[config.mk]
export PLATFORM = sky130hd
export DESIGN_NAME = mbus_subsys
export DESIGN_NICKNAME = d
export VERILOG_FILES = /design/src/common/mbus_pkg.sv /design/src/logic/mbus_subsys.sv /design/src/logic/mbus_power_seq.sv /design/src/mbus_tx/mbus_tx_ser.sv /design/src/logic/mbus_ctrl_filter.sv /design/src/mbus_rx/mbus_rx_deser.sv
export VERILOG_INCLUDE_DIRS = /design/src /design/src/common
export SDC_FILE = /design/constraint.sdc
export NUM_CORES = 1
export LEC_CHECK = 0
export BUFFER_PORTS_ARGS = -buffer_cell sky130_fd_sc_hd__buf_2
export CORE_AREA = 2 2 186 188
export DETAILED_ROUTE_END_ITERATION = 12
export DIE_AREA = 0 0 188 190
export SLEW_MARGIN = 20
export SYNTH_ARGS = -nofsm -noshare
export SYNTH_HDL_FRONTEND = slang
export SYNTH_SLANG_ARGS = --single-unit
[constraint.sdc]
create_clock -name CLK_EXT -period 3.89 [get_ports CLK_EXT]
set_input_delay 0.9725 -clock CLK_EXT [delete_from_list [all_inputs] [get_ports CLK_EXT]]
set_output_delay 0.9725 -clock CLK_EXT [all_outputs]
set_load 0.01 [all_outputs]
[src/common/mbus_settings.svh]
`ifndef MBUS_SETTINGS_SVH
`define MBUS_SETTINGS_SVH

// ==============================
// Bus field widths
// ==============================
`define MBUS_ADDR_WIDTH       8             // Short address, upper nibble is the prefix
`define MBUS_FUNC_WIDTH       4             // Function or channel field
`define MBUS_DATA_WIDTH       32
`define MBUS_FRAME_BITS       40            // Address then data, MSB first

// ==============================
// Control channel
// ==============================
`define MBUS_CHANNEL_CTRL     4'h1
`define MBUS_SLEEP_CMD        32'h0000_0001 // All layers sleep

// ==============================
// Receiver watchdog
// ==============================
`define MBUS_WATCH_DOG_WIDTH  16

`endif
[src/common/mbus_pkg.sv]
`default_nettype none

`include "mbus_settings.svh"

package mbus_pkg;

	typedef logic [`MBUS_ADDR_WIDTH-1:0]      mbus_addr_t;
	typedef logic [`MBUS_FUNC_WIDTH-1:0]      mbus_func_t;
	typedef logic [`MBUS_DATA_WIDTH-1:0]      mbus_data_t;
	typedef logic [`MBUS_WATCH_DOG_WIDTH-1:0] mbus_wd_t;

	// One bus message as it travels between blocks
	typedef struct packed
	{
		mbus_addr_t addr;
		mbus_data_t data;
		logic       broadcast;          // Prefix of addr is zero
	} mbus_msg_t;

	typedef enum logic [1:0]
	{
		rx_idle,
		rx_shift,
		rx_done                         // Waiting for frame_in low after an abort
	} rx_state_e;

	typedef enum logic [2:0]
	{
		pwr_awake,
		pwr_iso,
		pwr_clk,
		pwr_rst,
		pwr_asleep,
		pwr_wake
	} pwr_state_e;

endpackage

`default_nettype wire

[src/logic/mbus_subsys.sv]
`default_nettype none

module mbus_subsys (
	input  logic                CLK_EXT,
	input  logic                RESETn_local,
	// Serial bus
	input  logic                clkin,
	input  logic                din,
	input  logic                frame_in,
	output logic                clkout,
	output logic                dout,
	output logic                frame_out,
	input  mbus_pkg::mbus_wd_t  threshold,
	// Host receive side
	output mbus_pkg::mbus_msg_t rx_msg,
	output logic                rx_req,
	input  logic                rx_ack,
	output logic                rx_fail,
	// Host transmit side
	input  mbus_pkg::mbus_msg_t tx_msg,
	input  logic                tx_req,
	output logic                tx_ack,
	output logic                tx_succ,
	// Power control
	output logic                sleep_request,
	input  logic                external_int,
	output logic                lrc_isolate,
	output logic                lrc_clkenb,
	output logic                lrc_reset,
	output logic                lrc_sleep,
	output logic                clr_ext_int
);
	import mbus_pkg::*;

	mbus_msg_t msg;
	logic      msg_valid;
	logic      deser_fail;

	mbus_rx_deser u_rx (
		.CLK_EXT      (CLK_EXT),
		.RESETn_local (RESETn_local),
		.clkin        (clkin),
		.din          (din),
		.frame_in     (frame_in),
		.threshold    (threshold),
		.msg          (msg),
		.msg_valid    (msg_valid),
		.rx_fail      (deser_fail)
	);

	mbus_ctrl_filter u_filter (
		.CLK_EXT       (CLK_EXT),
		.RESETn_local  (RESETn_local),
		.msg           (msg),
		.msg_valid     (msg_valid),
		.deser_fail    (deser_fail),
		.rx_msg        (rx_msg),
		.rx_req        (rx_req),
		.rx_ack        (rx_ack),
		.rx_fail       (rx_fail),
		.sleep_request (sleep_request)
	);

	mbus_tx_ser u_tx (
		.CLK_EXT      (CLK_EXT),
		.RESETn_local (RESETn_local),
		.tx_msg       (tx_msg),
		.tx_req       (tx_req),
		.tx_ack       (tx_ack),
		.tx_succ      (tx_succ),
		.clkout       (clkout),
		.dout         (dout),
		.frame_out    (frame_out)
	);

	mbus_power_seq u_pwr (
		.CLK_EXT       (CLK_EXT),
		.RESETn_local  (RESETn_local),
		.sleep_request (sleep_request),
		.external_int  (external_int),
		.lrc_isolate   (lrc_isolate),
		.lrc_clkenb    (lrc_clkenb),
		.lrc_reset     (lrc_reset),
		.lrc_sleep     (lrc_sleep),
		.clr_ext_int   (clr_ext_int)
	);

endmodule

`default_nettype wire

[src/logic/mbus_power_seq.sv]
`default_nettype none

module mbus_power_seq (
	input  logic CLK_EXT,
	input  logic RESETn_local,
	input  logic sleep_request,
	input  logic external_int,
	output logic lrc_isolate,
	output logic lrc_clkenb,
	output logic lrc_reset,
	output logic lrc_sleep,
	output logic clr_ext_int
);
	import mbus_pkg::*;

	pwr_state_e state;

	always_ff @(posedge CLK_EXT or negedge RESETn_local)
	begin
		if (!RESETn_local)
		begin
			state       <= pwr_awake;
			lrc_isolate <= 1'b0;
			lrc_clkenb  <= 1'b0;
			lrc_reset   <= 1'b0;
			lrc_sleep   <= 1'b0;
			clr_ext_int <= 1'b0;
		end
		else
		begin
			clr_ext_int <= 1'b0;
			case (state)
				pwr_awake:
				begin
					if (sleep_request)
					begin
						lrc_isolate <= 1'b1;
						state       <= pwr_iso;
					end
				end
				pwr_iso:
				begin
					lrc_clkenb <= 1'b1;
					state      <= pwr_clk;
				end
				pwr_clk:
				begin
					lrc_reset <= 1'b1;
					state     <= pwr_rst;
				end
				pwr_rst:
				begin
					lrc_sleep <= 1'b1;
					state     <= pwr_asleep;
				end
				pwr_asleep:
				begin
					if (external_int)
					begin
						lrc_sleep <= 1'b0;
						state     <= pwr_wake;
					end
				end
				// Unwind in reverse order, one line per cycle
				pwr_wake:
				begin
					if (lrc_reset)
						lrc_reset <= 1'b0;
					else if (lrc_clkenb)
						lrc_clkenb <= 1'b0;
					else
					begin
						lrc_isolate <= 1'b0;
						clr_ext_int <= 1'b1;
						state       <= pwr_awake;
					end
				end
				default: state <= pwr_awake;
			endcase
		end
	end

endmodule

`default_nettype wire

[src/mbus_tx/mbus_tx_ser.sv]
`default_nettype none

`include "mbus_settings.svh"

module mbus_tx_ser (
	input  logic                CLK_EXT,
	input  logic                RESETn_local,
	input  mbus_pkg::mbus_msg_t tx_msg,
	input  logic                tx_req,
	output logic                tx_ack,
	output logic                tx_succ,
	output logic                clkout,
	output logic                dout,
	output logic                frame_out
);

	localparam int NBITS = `MBUS_FRAME_BITS;
	localparam int CNT_W = $clog2(NBITS);

	logic [NBITS-1:0] shreg;
	logic [CNT_W-1:0] bit_cnt;
	logic             phase;                   // High half of a bit
	logic             frame_d;
	logic             start;
	logic             last_bit;

	assign start    = tx_req && !frame_out && !tx_ack;
	assign last_bit = (bit_cnt == CNT_W'(NBITS - 1));

	// ==============================
	// Bit timing and framing
	// ==============================
	always_ff @(posedge CLK_EXT or negedge RESETn_local)
	begin
		if (!RESETn_local)
		begin
			tx_ack    <= 1'b0;
			tx_succ   <= 1'b0;
			clkout    <= 1'b0;
			dout      <= 1'b0;
			frame_out <= 1'b0;
			frame_d   <= 1'b0;
			phase     <= 1'b0;
			bit_cnt   <= '0;
		end
		else
		begin
			tx_ack  <= 1'b0;
			frame_d <= frame_out;
			tx_succ <= frame_d & ~frame_out;    // Cycle after frame_out falls
			if (start)
			begin
				tx_ack    <= 1'b1;
				frame_out <= 1'b1;
				clkout    <= 1'b0;
				dout      <= tx_msg.addr[`MBUS_ADDR_WIDTH-1];
				phase     <= 1'b0;
				bit_cnt   <= '0;
			end
			else if (frame_out)
			begin
				if (!phase)
				begin
					clkout <= 1'b1;
					phase  <= 1'b1;
				end
				else if (last_bit)
				begin
					frame_out <= 1'b0;
					clkout    <= 1'b0;
					dout      <= 1'b0;
					phase     <= 1'b0;
				end
				else
				begin
					clkout  <= 1'b0;
					phase   <= 1'b0;
					dout    <= shreg[NBITS-2];  // Next bit while clkout is low
					bit_cnt <= bit_cnt + 1'b1;
				end
			end
		end
	end

	always_ff @(posedge CLK_EXT)
	begin
		if (start)
			shreg <= {tx_msg.addr, tx_msg.data};
		else if (frame_out && phase && !last_bit)
			shreg <= {shreg[NBITS-2:0], 1'b0};
	end

endmodule

`default_nettype wire

[src/logic/mbus_ctrl_filter.sv]
`default_nettype none

`include "mbus_settings.svh"

module mbus_ctrl_filter (
	input  logic                CLK_EXT,
	input  logic                RESETn_local,
	input  mbus_pkg::mbus_msg_t msg,
	input  logic                msg_valid,
	input  logic                deser_fail,
	output mbus_pkg::mbus_msg_t rx_msg,
	output logic                rx_req,
	input  logic                rx_ack,
	output logic                rx_fail,
	output logic                sleep_request
);
	import mbus_pkg::*;

	mbus_func_t func;
	logic       ctrl_match;
	logic       accept;
	logic       overflow;
	logic       sleep_req;

	assign func       = msg.addr[`MBUS_FUNC_WIDTH-1:0];
	assign ctrl_match = msg.broadcast && (func == `MBUS_CHANNEL_CTRL);
	assign accept     = msg_valid & ~rx_req;
	assign overflow   = msg_valid & rx_req;      // Holding register still occupied
	assign rx_fail    = deser_fail | overflow;

	// ==============================
	// Host handshake and sleep decode
	// ==============================
	always_ff @(posedge CLK_EXT or negedge RESETn_local)
	begin
		if (!RESETn_local)
		begin
			rx_req        <= 1'b0;
			sleep_req     <= 1'b0;
			sleep_request <= 1'b0;
		end
		else
		begin
			if (accept && !ctrl_match)
				rx_req <= 1'b1;
			else if (rx_req && rx_ack)
				rx_req <= 1'b0;

			// Control broadcasts are absorbed here
			sleep_req     <= accept && ctrl_match && (msg.data == `MBUS_SLEEP_CMD);
			sleep_request <= sleep_req;         // One register stage late
		end
	end

	// Holding register
	always_ff @(posedge CLK_EXT)
	begin
		if (accept && !ctrl_match)
			rx_msg <= msg;
	end

endmodule

`default_nettype wire

[src/mbus_rx/mbus_rx_deser.sv]
`default_nettype none

`include "mbus_settings.svh"

module mbus_rx_deser (
	input  logic                CLK_EXT,
	input  logic                RESETn_local,
	input  logic                clkin,
	input  logic                din,
	input  logic                frame_in,
	input  mbus_pkg::mbus_wd_t  threshold,
	output mbus_pkg::mbus_msg_t msg,
	output logic                msg_valid,
	output logic                rx_fail
);
	import mbus_pkg::*;

	localparam int NBITS  = `MBUS_FRAME_BITS;
	localparam int CNT_W  = $clog2(NBITS + 1) + 1;
	localparam int PFX_W  = `MBUS_ADDR_WIDTH - `MBUS_FUNC_WIDTH;

	rx_state_e          state;
	logic [1:0]         clkin_ff;
	logic [1:0]         din_ff;
	logic [1:0]         frame_ff;
	logic               clkin_d;
	logic               clk_rise;
	logic               frame_s;
	logic               din_s;
	logic [CNT_W-1:0]   bit_cnt;
	mbus_wd_t           wd_cnt;
	logic               wd_expire;
	logic               frame_end;
	logic               len_ok;
	logic [NBITS-1:0]   shreg;
	mbus_addr_t         addr_in;

	// ==============================
	// Bus line synchronizers
	// ==============================
	always_ff @(posedge CLK_EXT or negedge RESETn_local)
	begin
		if (!RESETn_local)
		begin
			clkin_ff <= '0;
			din_ff   <= '0;
			frame_ff <= '0;
			clkin_d  <= 1'b0;
		end
		else
		begin
			clkin_ff <= {clkin_ff[0], clkin};
			din_ff   <= {din_ff[0], din};
			frame_ff <= {frame_ff[0], frame_in};
			clkin_d  <= clkin_ff[1];
		end
	end

	assign clk_rise  = clkin_ff[1] & ~clkin_d;
	assign din_s     = din_ff[1];
	assign frame_s   = frame_ff[1];
	assign wd_expire = (wd_cnt == threshold);
	assign frame_end = (state == rx_shift) && !frame_s;
	assign len_ok    = (bit_cnt == CNT_W'(NBITS));
	assign addr_in   = shreg[NBITS-1 -: `MBUS_ADDR_WIDTH];

	// ==============================
	// Frame FSM and watchdog
	// ==============================
	always_ff @(posedge CLK_EXT or negedge RESETn_local)
	begin
		if (!RESETn_local)
		begin
			state     <= rx_idle;
			bit_cnt   <= '0;
			wd_cnt    <= '0;
			msg_valid <= 1'b0;
			rx_fail   <= 1'b0;
		end
		else
		begin
			msg_valid <= 1'b0;
			rx_fail   <= 1'b0;
			case (state)
				rx_idle:
				begin
					if (frame_s)
					begin
						state   <= rx_shift;
						bit_cnt <= '0;
						wd_cnt  <= '0;
					end
				end
				rx_shift:
				begin
					if (!frame_s)
					begin
						msg_valid <= len_ok;
						rx_fail   <= !len_ok;   // Wrong bit count
						state     <= rx_idle;
					end
					else if (clk_rise)
					begin
						if (bit_cnt != '1)
							bit_cnt <= bit_cnt + 1'b1;
						wd_cnt <= '0;
					end
					else if (wd_expire)
					begin
						rx_fail <= 1'b1;        // Stalled frame
						state   <= rx_done;
					end
					else
						wd_cnt <= wd_cnt + 1'b1;
				end
				rx_done:
				begin
					if (!frame_s)
						state <= rx_idle;
				end
				default: state <= rx_idle;
			endcase
		end
	end

	// Payload path
	always_ff @(posedge CLK_EXT)
	begin
		if ((state == rx_shift) && frame_s && clk_rise)
			shreg <= {shreg[NBITS-2:0], din_s};
		if (frame_end && len_ok)
		begin
			msg.addr      <= addr_in;
			msg.data      <= shreg[`MBUS_DATA_WIDTH-1:0];
			msg.broadcast <= (addr_in[`MBUS_ADDR_WIDTH-1 -: PFX_W] == '0);
		end
	end

endmodule

`default_nettype wire

==> summary.txt, run 1 <==
Timing
  • Worst Max-Slew Pin Slew: 0.9235 ns
  • Max transition margin: 0.3843
  • Fin. max-slew vios: 0
  • Period utilisation layout: 0.6243
  • Peak Freq: 411.8 MHz
  • Period minus WS final: 2.429 ns
  • Final hold viol count: 0
  • RSZ-0062 raised after global routing: no
  • Final Skew: 0.01018 ns
  • Setup TNS: 0 ns
  • Setup-failing EPs final: 0

Final layout
  • # diodes: 0
  • Layout area overhead: 23.12%
  • Most common cell after layout, fill and taps aside: edfxtp_1
  • Final core utilization: 0.3015
  • Fillers: 3394
  • Area of the multi-input gates: 1946 µm²
  • Share of cells above drive strength 1: 0.3133
  • Commonest non-fill, non-tap cells in the layout: 161 x edfxtp_1, 117 x buf_2, 57 x dfrtp_1
  • Fin nets: ~700
  • Register Area: ~6300 µm²

Job
  • MaxCap Viol Count: 0

Synth
  • Post-synthesis adder-cell area fraction: 0.006020
  • EDFF count, synth: 161
  • Mean Syn Cell Area: 16.11 µm²
  • Sequential element share of the synthesized area: 0.7530
  • FFs w/ async S/R, synth: 0.2615
  • Syn Nets: 585
  • Yosys reg bits: 218
  • Synthesized area: 8314 µm²
  • Mux cell area share after synthesis: 0.05147
  • Simple-gate share of the synthesized area: 0.1099
  • Yosys cell types: 52
  • Post-synthesis cell count: 516
  • YS warnings: 0
  • Synth Area in XOR/XNOR: 0.02302
  • Compound-cell area share of the yosys netlist: 0.04153
  • Largest family of logic cells by synthesized area: simple AND/OR/NAND/NOR gates
  • Most used flip-flop cell after synthesis: edfxtp_1

Worst setup path
  • Cell family with most CP delay: simple AND/OR/NAND/NOR gates
  • Internal reg-to-reg setup slack: 1.46 ns
  • Crit. End Element: register
  • Worst Path Required: 4.03 ns
  • Data arrival time of the critical path: 2.57 ns
  • FF-to-FF End: u_tx.shreg[28]
  • CP Buf/Inv Count: 0
  • Critical path, cell by cell: ha_1, a31oi_1, or2_2
  • Crit-path max FO: 39
  • CP Launch Type: register
  • Setup CP Type: reg2reg
  • Slowest stage cell, crit path: or2_2
  • Worst stage delay on the critical path: 0.84 ns
  • CP Launch Point: u_tx.bit_cnt[0]
  • RR Startpoint: u_tx.bit_cnt[0]
  • Crit path depth: 3
  • Worst reg2reg path depth: 3

Floorplan
  • Chip height: 190 µm
  • Core ar.: around 34000 µm²
  • Total die area: 35720 µm²
  • Starting density of the core: 0.2449
  • Die width: 188 µm
  • # IOs: 119
  • # rows: 68

Route
  • Starting DRT DRC Count: 257
  • Drt wl/cell: 13.27 µm
  • Vias/cell: 4.173
  • Vias post-DR: ~4700
  • Drt pass-1 iters: 4
  • Residual DRC count: 0
  • Post-route ant nets: 0
  • Total Wirelength: 14890 µm

Global routing
  • Vias in the first global route: between 4000 and 5000
  • Remaining Overflow, GRT: 0
  • Initial antenna violation count: 0
  • Tot GR Track Use: 0.08199
  • Largest net degree at the start of global routing: 51
  • Global-route wire length before repair: roughly 24000 µm

Status
  • Status: finished, final reports clean

Clocking
  • Post-CTS Setup Inserts: 0
  • Max clock buf depth: 3
  • Root Driver: clkbuf_16
  • Worst-Skew Late Latency: 0.52 ns
  • # resized after CTS: 0
  • Clk pin slew, worst setup/hold paths: ~0.060 ns
  • Clock Sink Count: approximately 220
  • CTS HTree Levels: 1
  • Hold Buf Count CTS: 0
  • CTS tree: done
  • CTS Buf Count: 24

Worst hold path
  • HP Class: reg2reg
  • Min-delay src: u_filter.sleep_req
  • Hold Path Cell Cnt: 0
  • Hold EP: u_filter.sleep_request

Pwr
  • Power Dens Cells: 585.9 nW/µm²
  • Max VDD drop: 0.5210 mV
  • Leak: between 3 and 4 nW

Place
  • Port bufs: ~120
  • Dpl hpwl: 9688 µm
  • GP Congestion: 0.7292
-- logic make-up (layout without fill, tap and decap cells) --
logic type | count (synthesis) | in the layout
AO/OA/AOI/OAI | 49 | 49
XOR/XNOR | 21 | 21
adder cells (fa/ha/maj) | 4 | 4
buffers and inverters | 22 | 173
flip-flops | 218 | 218
multiplexers | 38 | 38
AND/OR/NAND/NOR | 164 | 164
-- sequential cells by signal (all words and copies together) (netlist names), 3 cells and up --
register / cells
u_filter.rx_msg: 41
u_pwr.state: 3
u_rx.bit_cnt: 7
u_tx.shreg: 39
u_rx.shreg: 40
u_rx.wd_cnt: 16
u_rx.msg: 41
u_tx.bit_cnt: 6
-- layer usage --
layer	share of wire	GRT usage	wire length, µm
met4	0.030	0.03150	444
met3	0.068	0.02453	1015
met5	0	0	0
met1	0.47	0.1132	7052
met2	0.43	0.1208	6372
-- worst reg2reg max path, delay by kind of cell (launching register included) --
family                     cells  cell delay (ns)
and+or+nand+nor                1             0.84
AOI/OAI and AO/OA              1             0.52
DFF                            1             0.40
adders and majority gates      1             0.25
-- synthesized netlist by cell type (5+ instances only) --
library cell,number,area (µm²)
nand2b_1,6,37.54
o311ai_0,5,43.79
nand3_1,25,125.1
buf_6,5,56.30
o21ai_0,10,50.05
nand4_1,8,50.05
nor2_1,21,78.83
a21oi_1,8,40.04
dfrtp_1,57,1426
edfxtp_1,161,4835
nand2_1,47,176.4
clkbuf_1,6,22.52
or4_1,13,97.59
mux2_2,38,427.9
xnor2_1,17,148.9
o211ai_1,12,90.09
nor4_1,9,56.30
inv_1,7,26.28
nor2b_1,5,31.28
-- through the flow --
stage | hold WS, ns | setup WS [ns] | cell area [µm²] | power (mW) | instances
after floorplan | 0.3312 | 0.7708 | 8314 | 3.557 | 516
after global placement | 0.3328 | 1.371 | 9415 | 3.771 | 1077
after detailed placement | 0.3373 | 1.326 | 9415 | 3.799 | 1077
after CTS | 0.3467 | 1.407 | 10210 | 6.104 | 1121
after global routing | 0.3606 | 1.186 | 10240 | 6.292 | 1122
final | 0.3436 | 1.461 | 10240 | 5.998 | 1122
-- layout make-up --
cell class	instances	area share
multi-input combinational	276	0.1901
inverter	7	0.002567
tap	455	0.05562
clock inverter	12	0.01442
sequential	218	0.6117
clock buffer	32	0.06356
timing repair buffer	122	0.06209
-- how the worst max path moves through the flow --
stage / end
2_1_floorplan: u_rx.msg[0]
4_1_cts: u_tx.shreg[28]
6_report: u_tx.shreg[28]
3_5_place_dp: u_rx.wd_cnt[15]
5_1_grt: u_tx.shreg[28]
3_3_place_gp: u_rx.wd_cnt[1]
-- report_power, final --
part / switching, mW / internal [mW]
sequential: 0.155 / 2.92
clock: 0.892 / 1.38
combinational: 0.342 / 0.310
total: 1.39 / 4.61
No activity file was read; power rests on OpenSTA's default activity.
==> inputs of run 2 (changes only) <==
==> constraint.sdc (replaced) <==
create_clock -name CLK_EXT -period 2.12 [get_ports CLK_EXT]
set_input_delay 0.53 -clock CLK_EXT [delete_from_list [all_inputs] [get_ports CLK_EXT]]
set_output_delay 0.53 -clock CLK_EXT [all_outputs]
set_load 0.01 [all_outputs]
==> summary.txt, run 2 (same netlist as run 1, synthesis figures left out) <==
Global routing
  • Vias in the first global route: 4727
  • Remaining Overflow, GRT: 0
  • Largest net degree at the start of global routing: 42
  • Initial antenna violation count: 1
  • Tot GR Track Use: 0.08828
  • Global-route wire length before repair: 25360 µm

Floorplan
  • # IOs: 119
  • Core ar.: 33950 µm²
  • Total die area: around 36000 µm²
  • Starting density of the core: 0.2449
  • Chip height: 190 µm
  • # rows: 68
  • Die width: 188 µm

Pwr
  • Power Dens Cells: ~1100 nW/µm²
  • Leak: between 3 and 4 nW
  • Max VDD drop: 0.6687 mV

Clocking
  • Worst-Skew Late Latency: 0.51 ns
  • Clock Sink Count: ~220
  • Clk pin slew, worst setup/hold paths: around 0.060 ns
  • CTS Buf Count: 24
  • CTS HTree Levels: 1
  • Root Driver: clkbuf_16
  • Max clock buf depth: 3
  • CTS tree: done
  • # resized after CTS: 0

Worst setup path
  • Worst stage delay on the critical path: roughly 0.51 ns
  • Setup CP Type: reg2reg
  • Crit-path max FO: 33
  • Critical path, cell by cell: nor4b_1, nand2_1, and3b_2, buf_12
  • CP Buf/Inv Count: 1
  • Data arrival time of the critical path: 2.20 ns
  • Slowest stage cell, crit path: nor4b_1
  • Cell family with most CP delay: simple AND/OR/NAND/NOR gates
  • Crit. End Element: register
  • Worst Path Required: 2.38 ns
  • CP Launch Type: register

Timing
  • Final hold viol count: 0
  • Setup-failing EPs final: 0
  • Peak Freq: 515.4 MHz
  • RSZ-0062 raised after global routing: no
  • Fin. max-slew vios: 0
  • Period minus WS final: 1.940 ns
  • Setup TNS: 0 ns
  • Worst Max-Slew Pin Slew: 0.5178 ns
  • Period utilisation layout: 0.9153
  • Final Skew: around 0.011 ns
  • Min Hold Slack: ~0.12 ns
  • Max transition margin: 0.6500

Route
  • Drt pass-1 iters: 4
  • Post-route ant nets: 0
  • Vias post-DR: roughly 4700
  • Total Wirelength: 15880 µm
  • Residual DRC count: 0
  • Starting DRT DRC Count: 305
  • Drt wl/cell: 14.02 µm
  • Vias/cell: roughly 4.2

Status
  • Status: finished, final reports clean

Final layout
  • Most common cell after layout, fill and taps aside: edfxtp_1
  • # diodes: 0
  • Fin nets: around 730
  • Largest regs: u_filter.rx_msg (41), u_rx.msg (41), u_rx.shreg (40)
  • Area of the multi-input gates: approximately 2000 µm²
  • Layout area overhead: 24.74%
  • Commonest non-fill, non-tap cells in the layout: 161 x edfxtp_1, 117 x buf_2, 57 x dfrtp_1
  • Share of cells above drive strength 1: 0.3289
  • Fillers: between 3000 and 4000
  • Register Area: around 6300 µm²
  • Final core utilization: 0.3055
  • Post-Layout Cell Count: 1133

Place
  • GP Congestion: 0.7451
  • Port bufs: 117
  • Dpl hpwl: about 10000 µm
  • Placed instance count: 1090

Worst hold path
  • HP Class: in2reg

Job
  • MaxCap Viol Count: 0
==> run 2: worst paths after layout <==
| path | startpoint | endpoint | slack [ns] | depth (start not counted) |
|---|---|---|---|---|
| max | u_rx.msg[36] | u_filter.rx_msg[34] | 0.18 | 4 |
| max in group asynchronous | RESETn_local | u_filter.sleep_req | 1.01 | 3 |
| min reg2reg | u_rx.frame_ff[0] | u_rx.frame_ff[1] | 0.35 | 0 |
| max reg2reg | u_rx.msg[36] | u_filter.rx_msg[34] | 0.18 | 4 |
| min in group asynchronous | RESETn_local | u_rx.wd_cnt[11] | 0.51 | 2 |
| min | clkin | u_rx.clkin_ff[0] | 0.12 | 1 |
==> run 2: layer usage <==
metal  routed length [µm]  part of all wire  GRT usage  vias to the layer above
met5                   11           0.00069          0                        -
met3                 1135             0.071    0.02896                       31
met1                 7247              0.46     0.1174                     2332
met4                  444             0.028    0.02968                        2
met2                 7043              0.44     0.1355                      118
li1                     -                 -          -                     2260
==> run 2: repair_timing <==
action                    CTS  global route
buffers inserted            0             0
hold endpoints to repair   18             0
hold buffers                1             0
==> run 2: per-stage QoR <==
stage / power [mW] / setup slack, ns / cell area [µm²]
6_report: 10.94 / 0.1796 / 10370
5_1_grt: 11.49 / 0.05206 / 10370
4_1_cts: 11.13 / 0.1593 / 10370
3_5_place_dp: 7.075 / 0.06750 / 9603
3_3_place_gp: 7.024 / 0.07060 / 9603
2_1_floorplan: 6.533 / 0.02730 / 8324
==> run 2: area by class of cell <==
type,count,area share
Tap cell,455,0.05489
Inverter,7,0.002533
Clock buffer,30,0.06297
Multi-Input combinational cell,276,0.1876
Sequential cell,218,0.6037
Timing Repair Buffer,135,0.07818
Clock inverter,12,0.01013
==> run 2: power breakdown <==
group          total [mW]  internal (mW)  switching, mW  leakage [nW]
clock                3.97           2.31           1.66         0.377
combinational        1.33          0.659          0.676          1.22
sequential           5.64           5.35          0.285          2.22
total                10.9           8.32           2.62          3.82
==> inputs of run 3 (changes only) <==
--- a/config.mk
+++ b/config.mk
@@ -10,6 +10,7 @@
 export CORE_AREA = 2 2 186 188
 export DETAILED_ROUTE_END_ITERATION = 12
 export DIE_AREA = 0 0 188 190
+export RECOVER_POWER = 50
 export SLEW_MARGIN = 20
 export SYNTH_ARGS = -nofsm -noshare
 export SYNTH_HDL_FRONTEND = slang
==> summary.txt, run 3 (same netlist as run 1, synthesis figures left out) <==
Clocking
  • # resized after CTS: 0
  • Clk pin slew, worst setup/hold paths: 0.06 ns
  • Max clock buf depth: 3
  • CTS Buf Count: 24
  • CTS HTree Levels: 1
  • Worst-Skew Late Latency: 0.51 ns
  • Clock Sink Count: approximately 220
  • CTS tree: done
  • Root Driver: clkbuf_16

Final layout
  • Final core utilization: 0.3041
  • Share of cells above drive strength 1: 0.2861
  • Fillers: 3385
  • Fin area: 10320 µm²
  • # diodes: 0
  • Post-Layout Cell Count: about 1100
  • Fin nets: 731
  • Most common cell after layout, fill and taps aside: edfxtp_1
  • Largest regs: u_filter.rx_msg (41), u_rx.msg (41), u_rx.shreg (40)
  • Layout area overhead: 24.18%
  • Commonest non-fill, non-tap cells in the layout: 161 x edfxtp_1, 92 x buf_2, 57 x dfrtp_1

Route
  • Met2 wire length: 7036 µm
  • Total Wirelength: 15880 µm
  • Vias post-DR: 4734
  • Residual DRC count: 0
  • Met3 wire len: 1098 µm
  • Starting DRT DRC Count: about 300
  • Vias/cell: between 4 and 5
  • Drt wl/cell: 14.02 µm
  • Drt pass-1 iters: 4
  • Met1 wire length: roughly 7300 µm
  • Post-route ant nets: 0
  • Highest routed layer: met5

Worst setup path
  • Data arrival time of the critical path: 2.20 ns
  • CP Launch Type: register
  • Crit. End Element: register
  • Worst Path Required: 2.38 ns
  • Crit-path max FO: 33
  • Setup CP Type: reg2reg

Timing
  • Final Skew: 0.01011 ns
  • Max transition margin: 0.2137
  • Setup-failing EPs final: 0
  • Fin. max-slew vios: 0
  • Period utilisation layout: 0.9147
  • Peak Freq: ~520 MHz
  • Final WS setup: 0.1809 ns
  • Worst Max-Slew Pin Slew: 1.179 ns
  • Period minus WS final: 1.939 ns
  • Setup TNS: 0 ns
  • Min Hold Slack: 0.1173 ns
  • RSZ-0062 raised after global routing: no
  • Final hold viol count: 0

Worst hold path
  • HP Class: in2reg

Pwr
  • Total power: around 11 mW
  • Leak: 3.739 nW
  • Power Dens Cells: 1058 nW/µm²
  • Max VDD drop: between 0.6 and 0.7 mV

Floorplan
  • Starting density of the core: 0.2449
  • Die width: 188 µm
  • # rows: 68
  • Core ar.: 33950 µm²
  • Total die area: 35720 µm²
  • # IOs: approximately 120
  • Chip height: ~190 µm

Global routing
  • Tot GR Track Use: 0.08828
  • Global-route wire length before repair: 25360 µm
  • Remaining Overflow, GRT: 0
  • Vias in the first global route: 4727
  • Largest net degree at the start of global routing: 42
  • Initial antenna violation count: 1

Place
  • Placed instance count: 1090
  • Placement Setup Slack: 0.06750 ns
  • Dpl cell area: between 9000 and 10000 µm²
  • Dpl hpwl: just over 10000 µm
  • GP Congestion: 0.7451
  • Port bufs: 117

Status
  • Status: finished, final reports clean

Job
  • MaxCap Viol Count: 0
run 3: changes by cell type in the layout (fill, tap and decap cells not counted):
cell	change
buf_2	-25
buf_4	-4
clkbuf_1	+29
run 3: power breakdown:
group          switching, mW  internal, mW
clock network           1.66          2.31
registers              0.284          5.35
logic                  0.674         0.644
total                   2.62          8.30
run 3: metal layers:
layer  track usage  up-vias
li1              -     2264
met1        0.1174     2321
met2        0.1355      116
met3       0.02896       31
met4       0.02968        2
met5             0        -
run 3: worst paths after layout:
check	cells past startpoint	endpoint	slack, ns	from
setup / recovery	4	u_filter.rx_msg[34]	0.18	u_rx.msg[36]
hold / removal	1	u_rx.clkin_ff[0]	0.12	clkin
setup reg to reg	4	u_filter.rx_msg[34]	0.18	u_rx.msg[36]
hold reg to reg	0	u_rx.clkin_ff[1]	0.35	u_rx.clkin_ff[0]
max in group asynchronous	3	u_filter.sleep_req	0.53	RESETn_local
min in group asynchronous	2	u_rx.wd_cnt[11]	0.78	RESETn_local
run 3: worst max-delay path, cell delays in order, from the launching register on:
cell and delay [ns]:
edfxtp_1 0.41, nor4b_1 0.51, nand2_1 0.21, and3b_2 0.34
buf_12 0.21
run 3: area by class of cell:
| cell class | count | area, µm² | area share |
|---|---|---|---|
| Sequential cell | 218 | 6261 | 0.6064 |
| Multi-Input combinational cell | 276 | 1946 | 0.1884 |
| Timing Repair Buffer | 135 | 764.5 | 0.07404 |
| Clock buffer | 30 | 653.1 | 0.06326 |
| Tap cell | 455 | 569.3 | 0.05514 |
| Clock inverter | 12 | 105.1 | 0.01018 |
| Inverter | 7 | 26.28 | 0.002545 |
run 3: timing repair:
action | 4_1_cts | 5_1_grt
hold endpoints to repair | 18 | 0
setup buffers | 0 | 0
hold buffers | 1 | 0
